==> config.mk <==
export PLATFORM = sky130hd
export DESIGN_NAME = sd_emu_ctrl
export DESIGN_NICKNAME = d
export VERILOG_FILES = /design/src/logic/sd_emu_pkg.sv /design/src/logic/sd_emu_ctrl.sv
export SDC_FILE = /design/constraint.sdc
export NUM_CORES = 1
export LEC_CHECK = 0
export BUFFER_PORTS_ARGS = -buffer_cell sky130_fd_sc_hd__clkbuf_2
export CAP_MARGIN = 10
export CORE_UTILIZATION = 24
export DETAILED_ROUTE_END_ITERATION = 16
export GPL_TIMING_DRIVEN = 0
export PLACE_DENSITY = 0.87
export SKIP_LAST_GASP = 1
export SLEW_MARGIN = 30
export SYNTH_ARGS = -nofsm -noshare
export SYNTH_HDL_FRONTEND = slang
export SYNTH_SLANG_ARGS = --single-unit
==> constraint.sdc <==
create_clock -name clk -period 1.7 [get_ports clk]
set_input_delay 0.51 -clock clk [delete_from_list [all_inputs] [get_ports clk]]
set_output_delay 0.51 -clock clk [all_outputs]
set_load 0.03 [all_outputs]
==> src/logic/sd_emu_pkg.sv <==
// sector store shared definitions
package sd_emu_pkg;

   localparam int SECTOR_BYTES = 512; // bytes per sector
   localparam int BYTE_AW = 9; // byte index width
   localparam int SECTOR_COUNT = 8; // sectors held in ram
   localparam int SECTOR_AW = 3; // sector index width
   localparam int RAM_AW = BYTE_AW + SECTOR_AW; // full byte address

   // host register offsets
   localparam logic [31:0] REG_STATUS = 32'd0; // 1 when idle
   localparam logic [31:0] REG_SECTOR = 32'd4; // first sector
   localparam logic [31:0] REG_COUNT = 32'd8; // block count, 0 means 1
   localparam logic [31:0] REG_CMD = 32'd12; // command, starts a transfer

   typedef enum logic [3:0] {
      st_idle = 4'b0001, // waiting for a command
      st_fill = 4'b0010, // floppy buffer into ram
      st_drain = 4'b0100, // ram out to floppy buffer
      st_end = 4'b1000 // one closing cycle
   } ctrl_state_t;

   typedef enum logic [31:0] {
      cmd_none = 32'd0,
      cmd_drain = 32'd2,
      cmd_fill = 32'd3
   } cmd_t;

   typedef struct packed {
      logic [31:0] address; // byte offset of the register
      logic read; // one-cycle read strobe
      logic write; // one-cycle write strobe
      logic [31:0] writedata;
   } host_bus_t;

   typedef struct packed {
      logic start; // one-cycle pulse
      cmd_t op; // fill or drain only
      logic [SECTOR_AW-1:0] first_sector; // already wrapped
      logic [15:0] blocks; // raised to 1 when written as 0
   } xfer_req_t;

   typedef struct packed {
      logic [RAM_AW-1:0] addr; // {sector, byte}
      logic we;
      logic [7:0] wdata;
   } ram_port_t;

endpackage

==> src/logic/sd_emu_ctrl.sv <==
// transfer sequencer
`timescale 1ns/1ps

module sd_emu_ctrl (
   input logic clk,
   input logic rst,
   input sd_emu_pkg::xfer_req_t req,
   input logic last_byte, // byte index at 511
   input logic last_block, // final block of the run
   output logic step, // advance counters
   output logic clear, // reload counters
   output logic ram_we,
   output logic fdd_read,
   output logic fdd_write,
   output logic busy
);

   sd_emu_pkg::ctrl_state_t state; // current state, one-hot
   sd_emu_pkg::ctrl_state_t state_nxt;
   logic done; // last byte of last block this cycle

   assign done = last_byte && last_block;

   always_comb begin
      state_nxt = state; // hold by default
      case (state)
         sd_emu_pkg::st_idle: begin
            if (req.start) begin
               if (req.op == sd_emu_pkg::cmd_fill) begin
                  state_nxt = sd_emu_pkg::st_fill;
               end else begin
                  state_nxt = sd_emu_pkg::st_drain;
               end
            end
         end
         sd_emu_pkg::st_fill: begin
            if (done) begin
               state_nxt = sd_emu_pkg::st_end;
            end
         end
         sd_emu_pkg::st_drain: begin
            if (done) begin
               state_nxt = sd_emu_pkg::st_end;
            end
         end
         sd_emu_pkg::st_end: state_nxt = sd_emu_pkg::st_idle; // single cycle
         default: state_nxt = sd_emu_pkg::st_idle; // recover from bad code
      endcase
   end

   always_ff @(posedge clk or posedge rst) begin
      if (rst) begin
         state <= sd_emu_pkg::st_idle;
      end else begin
         state <= state_nxt;
      end
   end

   // strobes decoded straight from the state
   assign fdd_read = (state == sd_emu_pkg::st_fill); // byte sampled this cycle
   assign ram_we = (state == sd_emu_pkg::st_fill); // same byte into ram
   assign step = (state == sd_emu_pkg::st_fill) || (state == sd_emu_pkg::st_drain);
   assign clear = req.start && (state == sd_emu_pkg::st_idle);
   assign busy = (state != sd_emu_pkg::st_idle);

   // ram read data lands one cycle after the address, so delay the strobe
   always_ff @(posedge clk or posedge rst) begin
      if (rst) begin
         fdd_write <= 1'b0;
      end else begin
         fdd_write <= (state == sd_emu_pkg::st_drain);
      end
   end

   a_state_onehot: assert property (@(posedge clk) disable iff (rst)
      $onehot(state));

   // a drain tail must be finished before a fill can strobe
   a_no_overlap: assert property (@(posedge clk) disable iff (rst)
      !(fdd_read && fdd_write));

endmodule

==> out/summary.txt <==
Status: complete, but fails checks
Failing checks: setup timing
Data required time of the worst path: 1.19 ns
Post-Route WL: 1050 microns
Diode count: 0
Total congestion overflow: 0
Hold_buf cts: 0
H-tree depth: 1
Crit path max fanout: 5
PortBufs: 42
Clock buffer depth: 2
Filler cells: 98
DR vias/cell: 4.67
DR vias: 462
Share of the clock period used by the worst path: 1.07
Synth Area in Adders: 0
Antenna-violating nets left: 0
Synth cell count leaders: nor4_1, dfrtp_1, nand2_1
Synth Area in Compound Gates: 0.0469
Synth Flop Type: dfrtp_1
Clock slew at reported path FFs: 0.04 ns
Slew Limit Fails: 0
Max frequency: 548 MHz
CP Class: reg -> out
Syn avg cell area: 9.71 sq um
CP endpoint kind: output port
Worst vdd ir: 0.338 mV
Dpl hpwl: 827 microns
Violation count after the first detailed-route iteration: 1
Sequential standard cell area: 129 sq um
1st-pass router iterations: 4
Area grow syn2layout: 119%
Worst Tran Pin Value: 0.400 ns
Critical Path Start Type: flop
Die Width: 38.5 microns
Clock Latency Late Sink: 0.24 ns
Initial Util: 0.274
Ys async rst share: 1.00
WL per Instance: 10.6 microns
Area of the multi-input gates: 199 sq um
Xor and xnor area share after synthesis: 0.0273
RSZ-0062 raised after global routing: yes
End of the worst register-to-register path: state[1]
Mux contribution to synthesized area: 0
Maximum Capacitance Violations: 0
Clk_skew: 0.00443 ns
Fin util: 0.598
Simple-gate share of the synthesized area: 0.473
Worst slew margin: 0.732
Synth area leader: dfrtp_1
Largest net degree at the start of global routing: 6
Largest family of logic cells by synthesized area: simple AND/OR/NAND/NOR gates
Total power: 0.000782 W
Post-synth net total: 89
CTS Root Cell: clkbuf_4
Layout cell share with drive strength beyond 1: 0.718
GPL Wtd Cong: 0.728
RR Startpoint: state[2]
Critical Path AT: 1.32 ns
Seq/Total Area, Yosys: 0.395
Cell leakage power: 0.355 nW
EDFF count, synth: 0
Row count: 12
Most frequent cell after synthesis: nor4_1
Number of global-route vias before repair: 414
Drt drc: 0
R2r setup slk: 0.29 ns
Final #Nets: 142
Pwr per Cell Area: 1120 nW/um^2
Top-area cell type share of the netlist area: 0.313
Synth Instances: 33
Initial antenna violation count: 0
Syn Std Cell Area: 320 sq um
Setup violators final: 5
First-pass GRT wire length: 1470 microns
CORE AREA: 1170 sq um
Setup ws final: -0.126 ns
CTS tree: built
Post-synthesis register bit count: 5
Hold Path Class: in -> async
Synth warn: 0
Min Clock Period, post-route: 1.83 ns
Die ar.: 1480 sq um
Synth top area cells: dfrtp_1, nor4_1, dfstp_2
Gr usage total: 0.153
Die height: 38.5 microns
Synth unique cells: 18
TNS Setup: -0.458 ns
Clk sinks: 5
Hold Fails Final Rpt: 0
Worst Reg-to-Reg Cells: 4
Top Ports: 62
Clock buffer count from CTS: 3
==> per-stage QoR <==
step / cells / hold WS, ns / cell area, sq um / setup WS, ns
floorplan: 33 / 0.288 / 337 / 0.00252
global placement: 89 / 0.385 / 564 / -0.0326
detailed placement: 89 / 0.390 / 564 / -0.0775
CTS: 98 / 0.134 / 691 / -0.162
global route: 99 / 0.148 / 701 / -0.172
finish: 99 / 0.140 / 701 / -0.126
==> state kept, by name, summed over array words and instances (netlist names) <==
| signal | cells |
|---|---|
| fdd_write | 1 |
| state | 4 |
==> final cells by class <==
type,count,area share
Buffer,1,0.0107
Inverter,3,0.0179
Timing Repair Buffer,48,0.441
Clock buffer,4,0.0375
Sequential cell,5,0.184
Multi-Input combinational cell,24,0.284
Tap cell,14,0.0250
==> worst max-delay path by stage <==
stage / start / end / slack, ns / cells past startpoint
2_1_floorplan: state[2] / ram_we / 0.003 / 2
3_3_place_gp: state[0] / clear / -0.03 / 4
3_5_place_dp: state[0] / clear / -0.08 / 4
4_1_cts: state[2] / clear / -0.16 / 4
5_1_grt: state[2] / clear / -0.17 / 4
6_report: state[2] / step / -0.13 / 3
==> layout by cell type, fill, tap and decap left out, drive strengths merged <==
master  synthesis  layout
nand3           1       1
xnor2           1       1
nor2            2       2
nor3            2       2
dfrtp           4       4
inv             2       2
nand2           3       3
clkinv          1       1
a32o            1       1
nor4b           3       3
dfstp           1       1
clkbuf          0      44
nand4           2       2
buf             1       9
o21ai           1       1
nor4            8       8
==> report_power, final <==
group / internal, W / leakage (nW) / switching [W]
Clock: 0.0000884 / 0.0150 / 0.0000439
Sequential: 0.000160 / 0.0619 / 0.0000384
Combinational: 0.000241 / 0.278 / 0.000210
Total: 0.000490 / 0.355 / 0.000292
==> worst max-delay path, cell delays in order, from the launching register on <==
cell      delay, ns
dfrtp_2        0.46
xnor2_1        0.38
nor3_4         0.07
clkbuf_8       0.17
==> timing repair <==
action	in CTS	in global routing
buffers inserted	5	1
endpoints found under the setup margin	5	5
gates resized for setup	15	2
pin swaps	4	3
gates cloned	0	0
==> per-layer routing <==
metal | track usage | share of wire | vias to the layer above
li1 | - | - | 235
met1 | 0.106 | 0.32 | 195
met2 | 0.342 | 0.58 | 32
met3 | 0.0349 | 0.090 | 0
met4 | 0.0776 | 0 | 0
met5 | 0 | 0 | -
==> cell families after synthesis <==
kind of cell              count (synthesis)
AOI/OAI and AO/OA                         2
xor gates and xnor gates                  1
buffers and inverters                     4
and+or+nand+nor                          21
DFF                                       5
No activity file was read; power rests on OpenSTA's default activity.
