`src/logic/sd_emu_pkg.sv`:
```
// sector store shared definitions
package sd_emu_pkg;

   localparam int SECTOR_BYTES = 512; // bytes per sector
   localparam int BYTE_AW = 9; // byte index width
   localparam int SECTOR_COUNT = 8; // sectors held in ram
   localparam int SECTOR_AW = 3; // sector index width
   localparam int RAM_AW = BYTE_AW + SECTOR_AW; // full byte address

   // host register offsets
   localparam logic [31:0] REG_STATUS = 32'd0; // 1 when idle
   localparam logic [31:0] REG_SECTOR = 32'd4; // first sector
   localparam logic [31:0] REG_COUNT = 32'd8; // block count, 0 means 1
   localparam logic [31:0] REG_CMD = 32'd12; // command, starts a transfer

   typedef enum logic [3:0] {
      st_idle = 4'b0001, // waiting for a command
      st_fill = 4'b0010, // floppy buffer into ram
      st_drain = 4'b0100, // ram out to floppy buffer
      st_end = 4'b1000 // one closing cycle
   } ctrl_state_t;

   typedef enum logic [31:0] {
      cmd_none = 32'd0,
      cmd_drain = 32'd2,
      cmd_fill = 32'd3
   } cmd_t;

   typedef struct packed {
      logic [31:0] address; // byte offset of the register
      logic read; // one-cycle read strobe
      logic write; // one-cycle write strobe
      logic [31:0] writedata;
   } host_bus_t;

   typedef struct packed {
      logic start; // one-cycle pulse
      cmd_t op; // fill or drain only
      logic [SECTOR_AW-1:0] first_sector; // already wrapped
      logic [15:0] blocks; // raised to 1 when written as 0
   } xfer_req_t;

   typedef struct packed {
      logic [RAM_AW-1:0] addr; // {sector, byte}
      logic we;
      logic [7:0] wdata;
   } ram_port_t;

endpackage

```
`src/logic/sd_emu_regs.sv`:
```
// host register file
`timescale 1ns/1ps

module sd_emu_regs (
   input logic clk,
   input logic rst,
   input sd_emu_pkg::host_bus_t host,
   input logic busy, // transfer in progress
   output logic [31:0] readdata,
   output logic readdatavalid,
   output sd_emu_pkg::xfer_req_t req
);

   logic [31:0] sector_q; // raw sector register
   logic [31:0] count_q; // raw block count
   logic [31:0] cmd_q; // last command written
   logic cmd_wr; // write to the command offset
   logic cmd_ok; // fill or drain opcode

   assign cmd_wr = host.write && (host.address == sd_emu_pkg::REG_CMD);
   assign cmd_ok = (host.writedata == sd_emu_pkg::cmd_fill) ||
                   (host.writedata == sd_emu_pkg::cmd_drain);

   // start uses the stored sector and count, command byte comes live
   assign req.start = cmd_wr && cmd_ok && !busy; // ignored while busy
   assign req.op = (host.writedata == sd_emu_pkg::cmd_fill) ? sd_emu_pkg::cmd_fill
                                                           : sd_emu_pkg::cmd_drain;
   assign req.first_sector = sector_q[sd_emu_pkg::SECTOR_AW-1:0]; // wraps mod count
   assign req.blocks = (count_q[15:0] == 16'd0) ? 16'd1 : count_q[15:0]; // 0 counts as 1

   always_ff @(posedge clk or posedge rst) begin
      if (rst) begin
         sector_q <= '0;
         count_q <= '0;
         cmd_q <= '0;
      end else if (host.write) begin
         case (host.address)
            sd_emu_pkg::REG_SECTOR: sector_q <= host.writedata;
            sd_emu_pkg::REG_COUNT: count_q <= host.writedata;
            sd_emu_pkg::REG_CMD: cmd_q <= host.writedata; // kept even if rejected
            default: ; // status is read only
         endcase
      end
   end

   // valid follows the read strobe by one cycle
   always_ff @(posedge clk or posedge rst) begin
      if (rst) begin
         readdatavalid <= 1'b0;
      end else begin
         readdatavalid <= host.read;
      end
   end

   always_ff @(posedge clk) begin
      if (host.read) begin
         case (host.address)
            sd_emu_pkg::REG_STATUS: readdata <= {31'd0, !busy}; // 1 = ready
            sd_emu_pkg::REG_SECTOR: readdata <= sector_q;
            sd_emu_pkg::REG_COUNT: readdata <= count_q;
            sd_emu_pkg::REG_CMD: readdata <= cmd_q;
            default: readdata <= 32'd0; // unmapped offset
         endcase
      end
   end

   // controller must take the start and report busy on the next edge
   a_start_busy: assert property (@(posedge clk) disable iff (rst)
      req.start |-> !busy ##1 busy);

endmodule

```
`config.mk`:
```
export PLATFORM = sky130hd
export DESIGN_NAME = sd_emu_regs
export DESIGN_NICKNAME = d
export VERILOG_FILES = /design/src/logic/sd_emu_pkg.sv /design/src/logic/sd_emu_regs.sv
export SDC_FILE = /design/constraint.sdc
export NUM_CORES = 1
export LEC_CHECK = 0
export BUFFER_PORTS_ARGS = -buffer_cell sky130_fd_sc_hd__buf_2
export CORE_ASPECT_RATIO = 1.4
export CORE_MARGIN = 4
export CORE_UTILIZATION = 45
export CTS_CLUSTER_DIAMETER = 40
export CTS_CLUSTER_SIZE = 30
export DETAILED_ROUTE_END_ITERATION = 16
export HOLD_SLACK_MARGIN = 0.12
export PLACE_DENSITY = 0.81
export SYNTH_ARGS = -nofsm -noshare
export SYNTH_HDL_FRONTEND = slang
export SYNTH_SLANG_ARGS = --single-unit
```
`constraint.sdc`:
```
create_clock -name clk -period 3 [get_ports clk]
set_clock_uncertainty 0.05 [all_clocks]
set_input_delay 0.45 -clock clk [delete_from_list [all_inputs] [get_ports clk]]
set_output_delay 0.45 -clock clk [all_outputs]
set_load 0.01 [all_outputs]
```
==> results.yml <==
sta:
  max_freq_mhz: 433
  max-slew-margin-rel: 0.425
  tightest_slew_ns: 0.861
  fin_crit_sh: 0.771
  min_period_ns: 2.31
  maxSlewViolCount: 0
  finalHoldViolations: 0
  rsz0062_at_grt: "false"
  timing.setup.tns_ns: 0
  setup_viol: 0
grt:
  grt.total_usage: 0.194
  grt_overflow_total: 0
  grt_first_pass_wirelength_um: 22500
  grt_max_degree: 37
  grt_pass1_vias: 4167
  antenna_found_initial: 1
critical_path:
  critPathKind: "in -> out"
  r2r_setup_slack_ns: 1.66
  crit-reg2reg-launch: "count_q[0]$_DFFE_PP0P_"
  cp_data_arrival_time_ns: 1.81
  worstPathRequired_ns: 2.50
  critPathLaunch: "host[34]"
  endpoint_kind: "output port"
  worst_r2r_path_depth: 2
  start_kind: "input port"
  cp_max_fo: 3
logic_synthesis:
  yosys_warnings: 0
  synth_area_leaders: "dfrtp_1 (41%), mux2_2 (23%), edfxtp_1 (16%), buf_4 (4.3%), a22oi_1 (3.9%)"
  synth_top_family_by_area: "multiplexers"
  seq_area_frac_synth: 0.567
  yosys.area_share.adder: 0
  synth_cell_types: 28
  synth-seq-cells: 129
  synth_edf_count: 32
  synth-compound-area-share: 0.0406
  yosysTopAreaCellShare: 0.406
  synthSimpleGateAreaFrac: 0.0666
  synthFlopType: "dfrtp_1"
  syn_avg_cell_area_um2: 13.7
  synthXorXnorAreaFrac: 0
  synthCells: 437
  synthArstFlopShare: 0.752
  synthMuxAreaShare: 0.243
  synth_area_um2: 5970
  synth_area_leader_cell: "dfrtp_1"
cts:
  clk_pin_slew_ns: 0.06
  clk_path_buf_depth: 2
  clockRootBuffer: "clkbuf_16"
  worst_skew_pair.late_latency_ns: 0.41
  cts_resized: 0
  cts_tree: "done"
  cts_hold_buf: 0
  cts.sinks: 129
  cts_setup_buffers: 0
  htree_levels: 4
  numCtsBuffers: 17
routing:
  via_count: 3927
  drt_wl_total_um: 14400
  vias_per_cell: 5.36
  route.antenna.remaining_nets: 0
  wl_per_cell_um: 19.7
  drt_iter0_drc: 243
  drc_errors: 0
  dr.pass1.iters: 4
floorplanning:
  core_um2: 12900
  die_y_um: 144
  die_area_um2: 15200
  rows: 49
  io_pins: 154
  fp.dieW_um: 105
  start_util: 0.462
pwr:
  p_per_area_nw_per_um2: 545
  peakVddDrop_mv: 0.318
  power.static_leakage_nw: 3.41
  p_total_mw: 3.88
final_layout:
  multi_input_area_um2: 2210
  fillers: 1086
  diodes: 0
  nets: 612
  utilization: 0.550
  final_layout_size_suffix_gt1_frac: 0.514
  areaGrowthSynthToFinish_pct: 19.0
  seq_area_um2: 3390
worst_hold_path:
  hp-class: "in -> async"
run_status:
  status: "completed"
job:
  maxCapViolations: 0
placed_design:
  place.gp.congestion: 0.781
  dp_hpwl_um: 9810
  port_buffers: 122
==> cells in the mapped netlist, types with 2 or more instances <==
library cell and n:
a22oi_1 31, buf_2 4, buf_4 34, buf_6 9, clkbuf_1 27, conb_1 2
dfrtp_1 97, edfxtp_1 32, inv_1 2, mux2_1 6, mux2_2 121, nand4_1 4
nor2_1 35, nor2b_1 2, nor3_1 2, nor4_1 15, nor4_4 2, nor4b_1 2
==> through the flow <==
stage               hold slack [ns]  setup slack [ns]  area (µm²)  std cells
floorplan                     0.402             0.753        6090        466
global placement              0.411             0.585        6580        702
detailed placement            0.427             0.502        6580        702
CTS                           0.173             0.678        7110        733
global route                  0.220             0.526        7110        733
finish                        0.155             0.688        7110        733
==> final timing paths <==
| path | to |
|---|---|
| worst max-delay path | req[51] |
| worst min-delay path | cmd_q[31]$_DFFE_PP0P_ |
| worst max register to register | readdata[0]$_DFFE_PP_ |
| worst min register to register | count_q[26]$_DFFE_PP0P_ |
| max in group asynchronous | count_q[4]$_DFFE_PP0P_ |
| min in group clk | cmd_q[30]$_DFFE_PP0P_ |
==> sequential cells by signal, indices dropped and copies added, names as in the netlist <==
| name | cells |
|---|---|
| cmd_q | 32 |
| count_q | 32 |
| readdata | 32 |
| sector_q | 32 |
| readdatavalid | 1 |
==> cells by family after synthesis <==
family / after synthesis
DFF: 129
muxes: 128
buffers and inverters: 76
and+or+nand+nor: 70
AOI/OAI and AO/OA: 32
other: 2
==> metal layers <==
layer / global-route usage / routed length, µm / vias to the layer above
met2: 0.339 / 7550 / 174
met3: 0.0558 / 1090 / 22
met5: 0 / 7 / -
met1: 0.225 / 5530 / 2007
li1: - / - / 1722
met4: 0.0781 / 267 / 2
==> critical path: stages <==
cell and delay, ns:
buf_2 0.14, nor4_1 0.37, nand3_1 0.23, nor4b_1 0.30, and3_1 0.18, buf_2 0.13
==> layout by cell type, fill, tap and decap left out, types with 6 or more instances in the layout <==
master and count:
a22oi_1 31, dfrtp_1 97, clkbuf_16 18, mux2_1 6, nor2_1 35, conb_1 31, mux2_2 121, edfxtp_1 32
buf_2 122, nor4_1 15
==> layout make-up <==
| class | instances | share of cell area |
|---|---|---|
| flip-flops and latches | 129 | 0.476 |
| well taps | 178 | 0.0313 |
| multi-input cells | 261 | 0.311 |
| inverters | 2 | 0.00158 |
| repair buffers | 132 | 0.105 |
| clock buffers | 25 | 0.0698 |
| clock inverters | 6 | 0.00457 |
==> report_power, final <==
part | switching [mW] | internal, mW
sequential | 0.00519 | 1.82
clock | 0.699 | 1.14
combinational | 0.146 | 0.0684
Note: power is estimated with default switching activity, not from simulation.
