--- src/logic/sd_emu_pkg.sv ---
// sector store shared definitions
package sd_emu_pkg;

   localparam int SECTOR_BYTES = 512; // bytes per sector
   localparam int BYTE_AW = 9; // byte index width
   localparam int SECTOR_COUNT = 8; // sectors held in ram
   localparam int SECTOR_AW = 3; // sector index width
   localparam int RAM_AW = BYTE_AW + SECTOR_AW; // full byte address

   // host register offsets
   localparam logic [31:0] REG_STATUS = 32'd0; // 1 when idle
   localparam logic [31:0] REG_SECTOR = 32'd4; // first sector
   localparam logic [31:0] REG_COUNT = 32'd8; // block count, 0 means 1
   localparam logic [31:0] REG_CMD = 32'd12; // command, starts a transfer

   typedef enum logic [3:0] {
      st_idle = 4'b0001, // waiting for a command
      st_fill = 4'b0010, // floppy buffer into ram
      st_drain = 4'b0100, // ram out to floppy buffer
      st_end = 4'b1000 // one closing cycle
   } ctrl_state_t;

   typedef enum logic [31:0] {
      cmd_none = 32'd0,
      cmd_drain = 32'd2,
      cmd_fill = 32'd3
   } cmd_t;

   typedef struct packed {
      logic [31:0] address; // byte offset of the register
      logic read; // one-cycle read strobe
      logic write; // one-cycle write strobe
      logic [31:0] writedata;
   } host_bus_t;

   typedef struct packed {
      logic start; // one-cycle pulse
      cmd_t op; // fill or drain only
      logic [SECTOR_AW-1:0] first_sector; // already wrapped
      logic [15:0] blocks; // raised to 1 when written as 0
   } xfer_req_t;

   typedef struct packed {
      logic [RAM_AW-1:0] addr; // {sector, byte}
      logic we;
      logic [7:0] wdata;
   } ram_port_t;

endpackage

--- src/logic/sd_emu_addr.sv ---
// sector address counter
`timescale 1ns/1ps

module sd_emu_addr (
   input logic clk,
   input logic rst,
   input logic clear, // load a new run
   input logic [sd_emu_pkg::SECTOR_AW-1:0] first_sector,
   input logic [15:0] blocks, // at least 1
   input logic step, // one byte done
   output logic [sd_emu_pkg::RAM_AW-1:0] ram_addr,
   output logic [sd_emu_pkg::BYTE_AW-1:0] byte_idx,
   output logic last_byte,
   output logic last_block
);

   logic [sd_emu_pkg::BYTE_AW-1:0] byte_q; // byte within sector
   logic [sd_emu_pkg::SECTOR_AW-1:0] sector_q; // wraps mod sector count
   logic [15:0] block_q; // blocks finished
   logic [15:0] blocks_q; // run length, held for the whole run

   always_ff @(posedge clk or posedge rst) begin
      if (rst) begin
         byte_q <= '0;
         sector_q <= '0;
         block_q <= '0;
         blocks_q <= 16'd1;
      end else if (clear) begin
         byte_q <= '0;
         sector_q <= first_sector;
         block_q <= '0;
         blocks_q <= blocks;
      end else if (step) begin
         byte_q <= byte_q + 1'b1; // natural wrap at 512
         if (last_byte) begin
            sector_q <= sector_q + 1'b1; // 7 rolls to 0
            block_q <= block_q + 16'd1;
         end
      end
   end

   assign ram_addr = {sector_q, byte_q};
   assign byte_idx = byte_q;
   assign last_byte = (byte_q == sd_emu_pkg::BYTE_AW'(sd_emu_pkg::SECTOR_BYTES - 1));
   assign last_block = (block_q == blocks_q - 16'd1);

endmodule

--- config.mk ---
export PLATFORM = sky130hd
export DESIGN_NAME = sd_emu_addr
export DESIGN_NICKNAME = d
export VERILOG_FILES = /design/src/logic/sd_emu_pkg.sv /design/src/logic/sd_emu_addr.sv
export SDC_FILE = /design/constraint.sdc
export NUM_CORES = 1
export LEC_CHECK = 0
export BUFFER_PORTS_ARGS = -buffer_cell sky130_fd_sc_hd__buf_2
export CORE_MARGIN = 2
export CORE_UTILIZATION = 30
export CTS_CLUSTER_SIZE = 40
export DETAILED_ROUTE_END_ITERATION = 10
export PLACE_DENSITY = 0.5
export REMOVE_ABC_BUFFERS = 1
export SLEW_MARGIN = 20
export SYNTH_ARGS = -nofsm -noshare
export SYNTH_HDL_FRONTEND = slang
export SYNTH_SLANG_ARGS = --single-unit
--- constraint.sdc ---
create_clock -name clk -period 2.5 [get_ports clk]
set_input_delay 0.375 -clock clk [delete_from_list [all_inputs] [get_ports clk]]
set_output_delay 0.375 -clock clk [all_outputs]
set_load 0.005 [all_outputs]
==> results of run 1 <==
cell families (layout without fill, tap and decap cells):
logic type,after synthesis,count (layout),share of synthesized area (%)
simple gates,96,96,19.85
flops,44,44,42.98
xor+xnor,39,39,13.32
compound gates,33,33,8.342
buf+inv,27,80,5.805
mux,17,17,7.268
fa+ha+maj,5,5,2.439
power by group through the flow:
stage / Combinational, mW / Clock (mW) / Sequential [mW]
floorplan: 0.123 / 0 / 0.797
global placement: 0.249 / 0 / 0.787
detailed placement: 0.250 / 0 / 0.788
CTS: 0.256 / 0.501 / 0.775
global route: 0.287 / 0.530 / 0.780
finish: 0.257 / 0.476 / 0.774
cell usage after synthesis, types with 2 or more instances:
cell       instances  area share [%]
clkbuf_1           6            0.88
mux2i_1            4             1.6
nor2_1            25             3.7
or4_4              2            0.88
buf_2              2            0.39
o21ai_0           14             2.7
dfrtp_1           43              42
mux2_2            13             5.7
nand4_1            9             2.2
o2111ai_1          2            0.68
nor3_1             5            0.98
xnor2_1           22             7.5
nand3_1            6             1.2
inv_1              6            0.88
nor4_1             7             1.7
or3_1              5             1.2
and3_1             3            0.73
buf_4             10             2.9
nand2_1           24             3.5
nand3b_1           2            0.59
ha_1               5             2.4
a21oi_1            7             1.4
xor2_1            17             5.8
buf_1              2            0.29
metal layers:
layer	track usage [%]	up-vias	routed length, um
met2	20.83	49	2498
met4	4.930	0	99
li1	-	1005	-
met3	2.715	10	293
met5	0	-	0
met1	18.47	952	2767
critical path, delay by kind of cell (launching register included):
| kind | cells | cell delay, ns |
|---|---|---|
| and+or+nand+nor | 3 | 1.14 |
| AOI/OAI and AO/OA | 2 | 0.40 |
| DFF | 1 | 0.39 |
| buffers and inverters | 1 | 0.17 |
how the worst min path moves through the flow:
stage,from,to
floorplan,clear,blocks_q[0]
global placement,rst,byte_idx[6]
detailed placement,rst,byte_idx[6]
CTS,first_sector[0],sector_q[0]
global route,first_sector[2],sector_q[2]
finish,first_sector[0],sector_q[0]
registers in the layout, summed over array words and instances, names as in the netlist:
signal,cells
block_q,16
blocks_q,16
byte_idx,9
sector_q,3
stage by stage:
stage / setup TNS (ns) / cells
CTS: -0.3081 / 419
floorplan: 0 / 240
global route: -0.4315 / 419
global placement: -0.01631 / 410
finish: -0.2447 / 419
detailed placement: -0.04981 / 410
layout make-up:
type,count,area [sq um],area share [%]
clock buffer,7,86.33,2.807
clock inverter,1,7.507,0.2441
inverter,6,22.52,0.7323
multi-input combinational,190,1336,43.45
sequential,44,1102,35.84
tap,105,131.4,4.272
timing repair buffer,66,389.1,12.65
placed cells by master, fill, tap and decap left out, types with 2 or more instances in the layout:
cell       Yosys  final
a21oi_1        7      7
and3_1         3      3
buf_2          2     45
buf_4         10     19
clkbuf_8       0      6
dfrtp_1       43     43
ha_1           5      5
inv_1          6      5
mux2_2        13     13
mux2i_1        4      4
nand2_1       24     24
nand3_1        6      6
nand3b_1       2      2
nand4_1        9      9
nor2_1        25     25
nor3_1         5      5
nor4_1         7      6
o2111ai_1      2      2
o21ai_0       14     14
or3_1          5      5
or4_4          2      3
xnor2_1       22     22
xor2_1        17     17
what timing repair did:
item,in CTS,in global routing
setup endpoints to repair,1,1
resized for setup,3,3
endpoints found under the hold margin,1,0
pin swaps,2,4
hold buffers,1,0
==> impl_results.md, run 1 <==
* Status: finished with violations
* Failing checks: setup timing
* Drt total wl at 5658 um
* Worst r2r src: byte_idx[0]
* Number of antenna diodes at 0
* TritonCTS Sinks at 44
* Fin. Hold Viols at 0
* Critical path endpoint: last_block
* Register bit count reported by yosys at 44
* R2R setup slack at 0.22 ns
* Crit Path Class: register to primary output
* Worst hold path type: primary input to register
* Setup crit start kind: register
* Initial antenna violation count at 0
* FILL cells at 856
* Fin crit period at 2.745 ns
* Starting density of the core at 31.06%
* Vias in the first global route at 1958
* Leak at 1.380 nW
* Power Total at 1.506 mW
* Layout cell share with drive strength beyond 1 at 30.57%
* All-Layer GR Usage at 13.41%
* Port buffer count at 45
* Worst hold path cell count at 3
* Via count at 2016
* Overall die width at 96.47 um
* GR Overflow Total at 0
* First-pass GRT wire length at 9570 um
* PwrDens at 489.8 nW/um^2
* CTS buffer count at 5
* Largest net degree at the start of global routing at 39
* Vias/cell at 4.811
* DRC at 0
* DR pass1 iterations at 6
* Ports at 46
* Syn Inst Count at 261
* Worst reg2reg endpoint: block_q[5]
* Synth unique cells at 44
* Worst setup margin at -0.2447 ns
* Root Buffer: clkbuf_8
* Clk Latency, worst-skew pair at 0.30 ns
* DR iter-0 viols at 90
* Routability Congestion at 0.8152
* Crit path from: blocks_q[6]
* Place WS at -0.04981 ns
* Design area at 3075 sq um
* Worst-path cell chain: or4_4 > nor4_4 > and3b_2 > o211ai_1 > a2111oi_2 > buf_2
* R2R cell count at 9
* Clock Skews at 0.006586 ns
* H-tree depth at 2
* Post-Syn Area at 2565 sq um
* Postcts setup bufs at 0
* Final setup violation count at 1
* WL/cell at 13.50 um
* Die ar. at 9306 sq um
* CTS Buffer Depth at 2
* Worst vdd ir at 0.0002183 V
* CTS tree: done
* Max transition margin at 60.79%
* Row cnt at 33
* Post-DP HPWL at 4201 um
* CTS clk-pin slew, worst paths at 0.08 ns
* Delay of the slowest critical-path stage at 0.59 ns
* Clock Power Share at 31.6%
* DRT antenna net count at 0
* Comb pwr share at 17.1%
* Chip height at 96.47 um
* Final period utilization at 109.8%
* Slew Limit Fails at 0
* CP Capture Type: primary output
* Peak Freq at 364.3 MHz
* Int Pwr at 1.098 mW
* Critical Path Fanout Max at 3
* Net Sw Frac at 27.14%
* Yosys warns at 0
* RSZ-0062 raised after global routing: true
* Worst path required time at 2.12 ns
* Worst Tran Pin Value at 0.5875 ns
* Seq pwr share at 51.4%
* FFs w/ async S/R, synth at 100.0%
* Worst path arrival time at 2.37 ns
* Crit path max-delay cell type: or4_4
* Max cap viols at 0
* Final Util at 37.24%
* Syn-to-layout area delta at 19.90%
* Psw at 0.4089 mW
* Sequential fraction of the synthesis area at 42.98%
* Post-synth EDFFs at 0
* Total core area at 8258 sq um
* Primary FF master, synth: dfrtp_1
* Hold slack at 0.2781 ns
* Area after DPL at 2945 sq um
* Syn Area/Cell at 9.827 sq um
* Final #Nets at 341
No activity file was read; power rests on OpenSTA's default activity.
==> run 2: changes to the inputs <==
==> constraint.sdc (replaced) <==
create_clock -name clk -period 3.1 [get_ports clk]
set_input_delay 0.465 -clock clk [delete_from_list [all_inputs] [get_ports clk]]
set_output_delay 0.465 -clock clk [all_outputs]
set_load 0.005 [all_outputs]
==> run 2 against run 1 <==
- the flow now finishes without violations
- sequential share of layout area is 1.4 points higher
- critical path depth stayed put
- sequential power is 17% lower
- worst setup slack better by 0.41 ns
- register-to-register slack better by 0.53 ns
- die area stayed put
- clock skew is 0.0010 ns higher
- via count is 1.4% lower
- global-route usage is 0.74 points lower
- count of clock-buffer cells in the layout is 1 lower
- clock power is 17% lower
- largest power group unchanged
==> impl_results.md, run 2 (synthesis gave the netlist of run 1 again) <==
* Status: finished, final reports clean
* Ports at 46 (unchanged)
* Commonest non-fill, non-tap cell in the layout: buf_2
* Placed Instances at 392 (-4.4%)
* Max cap viols at 0 (unchanged)
* Total core area at 8258 sq um (unchanged)
* CTS clk-pin slew, worst paths at 0.09 ns (about the same)
* Row cnt at 33 (unchanged)
* Number of antenna diodes at 0 (unchanged)
* DRT antenna net count at 0 (unchanged)
* CTS tree: done
* Worst path arrival time at 2.47 ns (+0.10 ns)
* Crit Path Class: register to primary output
* DRC at 0 (unchanged)
* Vias/cell at 4.931 (+2.5%)
* Worst setup margin at 0.1688 ns (+0.4136 ns)
* Via count at 1987 (-1.4%)
* CP Capture Type: primary output
* Layout cell share with drive strength beyond 1 at 28.19% (-2.4 points)
* PwrDens at 404.0 nW/um^2 (-18%)
* Clock Skews at 0.007592 ns (+0.001006 ns)
* Final Util at 35.94% (-1.3 points)
* Worst Tran Pin Value at 0.9224 ns (+0.3348 ns)
* Worst path required time at 2.63 ns (+0.51 ns)
* Critical Path Fanout Max at 9 (+6)
* Clk Latency, worst-skew pair at 0.30 ns (about the same)
* Syn-to-layout area delta at 15.71%
* Drt total wl at 5585 um (-1.3%)
* # hold bufs at CTS at 0 (-1)
* All-Layer GR Usage at 12.67% (-0.74 points)
* Delay of the slowest critical-path stage at 0.56 ns (-0.03 ns)
* CTS buffer count at 5 (unchanged)
* Worst hold path type: primary input to async pin
* H-tree depth at 2 (unchanged)
* WL/cell at 13.86 um (+2.6%)
* Post-DP HPWL at 3950 um (-6.0%)
* FILL cells at 859 (+0.35%)
* DR iter-0 viols at 61 (-32%)
* CTS Buffer Depth at 2 (unchanged)
* Fin. Hold Viols at 0 (unchanged)
* Peak Freq at 341.2 MHz
* Final period utilization at 94.55%
* Leak at 1.301 nW (-5.8%)
* Most frequent cells in the layout: buf_2, dfrtp_1, nor2_1, nand2_1, xnor2_1
* Initial antenna violation count at 0 (unchanged)
* TritonCTS Sinks at 44 (unchanged)
* Place WS at 0.3102 ns (+0.3600 ns)
* DR pass1 iterations at 4 (-2)
* Setup crit start kind: register
* Worst-path cell chain: or4_4 > nor4_4 > and3b_2 > o211ai_1 > a2111oi_4 > buf_2
* GR Overflow Total at 0 (unchanged)
* Worst vdd ir at 0.0001495 V (-32%)
* Port buffer count at 45 (unchanged)
* Slew Limit Fails at 0 (unchanged)
* Routability Congestion at 0.8012 (-1.7%)
* Chip height at 96.47 um (unchanged)
* Post-Layout Cell Count at 403 (-3.8%)
* Final setup violation count at 0 (-1)
* Hold slack at 0.3598 ns (+0.08171 ns)
* Fin crit period at 2.931 ns
* Die ar. at 9306 sq um (unchanged)
* Root Buffer: clkbuf_8
* Overall die width at 96.47 um (unchanged)
* Final #Nets at 325 (-4.7%)
* RSZ-0062 raised after global routing: false
* Crit path max-delay cell type: or4_4
* Vias in the first global route at 1910 (-2.5%)
* First-pass GRT wire length at 9018 um (-5.8%)
* Largest net degree at the start of global routing at 45 (+15%)
* Starting density of the core at 31.06% (unchanged)
* Final TNS setup at 0 ns (+0.2447 ns)
* Max transition margin at 38.42% (-22 points)
==> run 2: cell count changes in the layout (fill, tap and decap cells not counted), sizes merged <==
cell,before,now
buf,65,50
clkbuf,7,6
clkinvlp,1,2
dlygate4sd3,1,0
==> run 2: final cells by class <==
class                      count  area, sq um  area share [%]
clock buffer                   6        82.58           2.782
clock inverter                 2        15.01          0.5059
inverter                       6        22.52          0.7589
multi-input combinational    190         1349           45.45
sequential                    44         1105           37.23
tap                          105        131.4           4.427
timing repair buffer          50        262.8           8.853
==> run 2: timing repair <==
action,in CTS,in global routing
gates cloned,0,0
resized for setup,1,7
buffers inserted,0,3
pin swaps,0,4
endpoints found under the setup margin,1,1
==> run 2: worst max-delay path: cells and delay by family, from the launching register on <==
family	cells	cell delay (ns)
and+or+nand+nor	3	1.10
DFF	1	0.47
AOI/OAI and AO/OA	2	0.43
buffers and inverters	1	0.16
==> run 2: power breakdown <==
group | total (mW) | switching [mW] | internal, mW
combinational | 0.161 | 0.0812 | 0.0797
sequential | 0.643 | 0.0416 | 0.602
clock | 0.395 | 0.214 | 0.181
==> run 2: worst paths after layout <==
check | to | startpoint | slack [ns] | cells after the start
worst max-delay path | last_block | blocks_q[9] | 0.17 | 6
worst min-delay path | byte_idx[7] | rst | 0.36 | 2
worst max register to register | block_q[15] | byte_idx[0] | 0.75 | 9
worst min register to register | blocks_q[15] | blocks_q[15] | 0.55 | 1
max in group asynchronous | blocks_q[9] | rst | 2.11 | 2
min in group clk | sector_q[1] | first_sector[1] | 0.37 | 3
==> run 2: through the flow <==
| step | instance area (sq um) | power, mW |
|---|---|---|
| floorplan | 2439 | 0.7425 |
| global placement | 2810 | 0.8035 |
| detailed placement | 2810 | 0.8067 |
| CTS | 2914 | 1.211 |
| global route | 2968 | 1.266 |
| finish | 2968 | 1.199 |
==> run 2: per-layer routing <==
layer	vias to the layer above	GRT usage, %	share of wire [%]
met1	957	16.54	49
met3	4	2.638	4.4
met2	53	20.78	46
met4	0	4.577	0.84
met5	-	0	0
li1	973	-	-
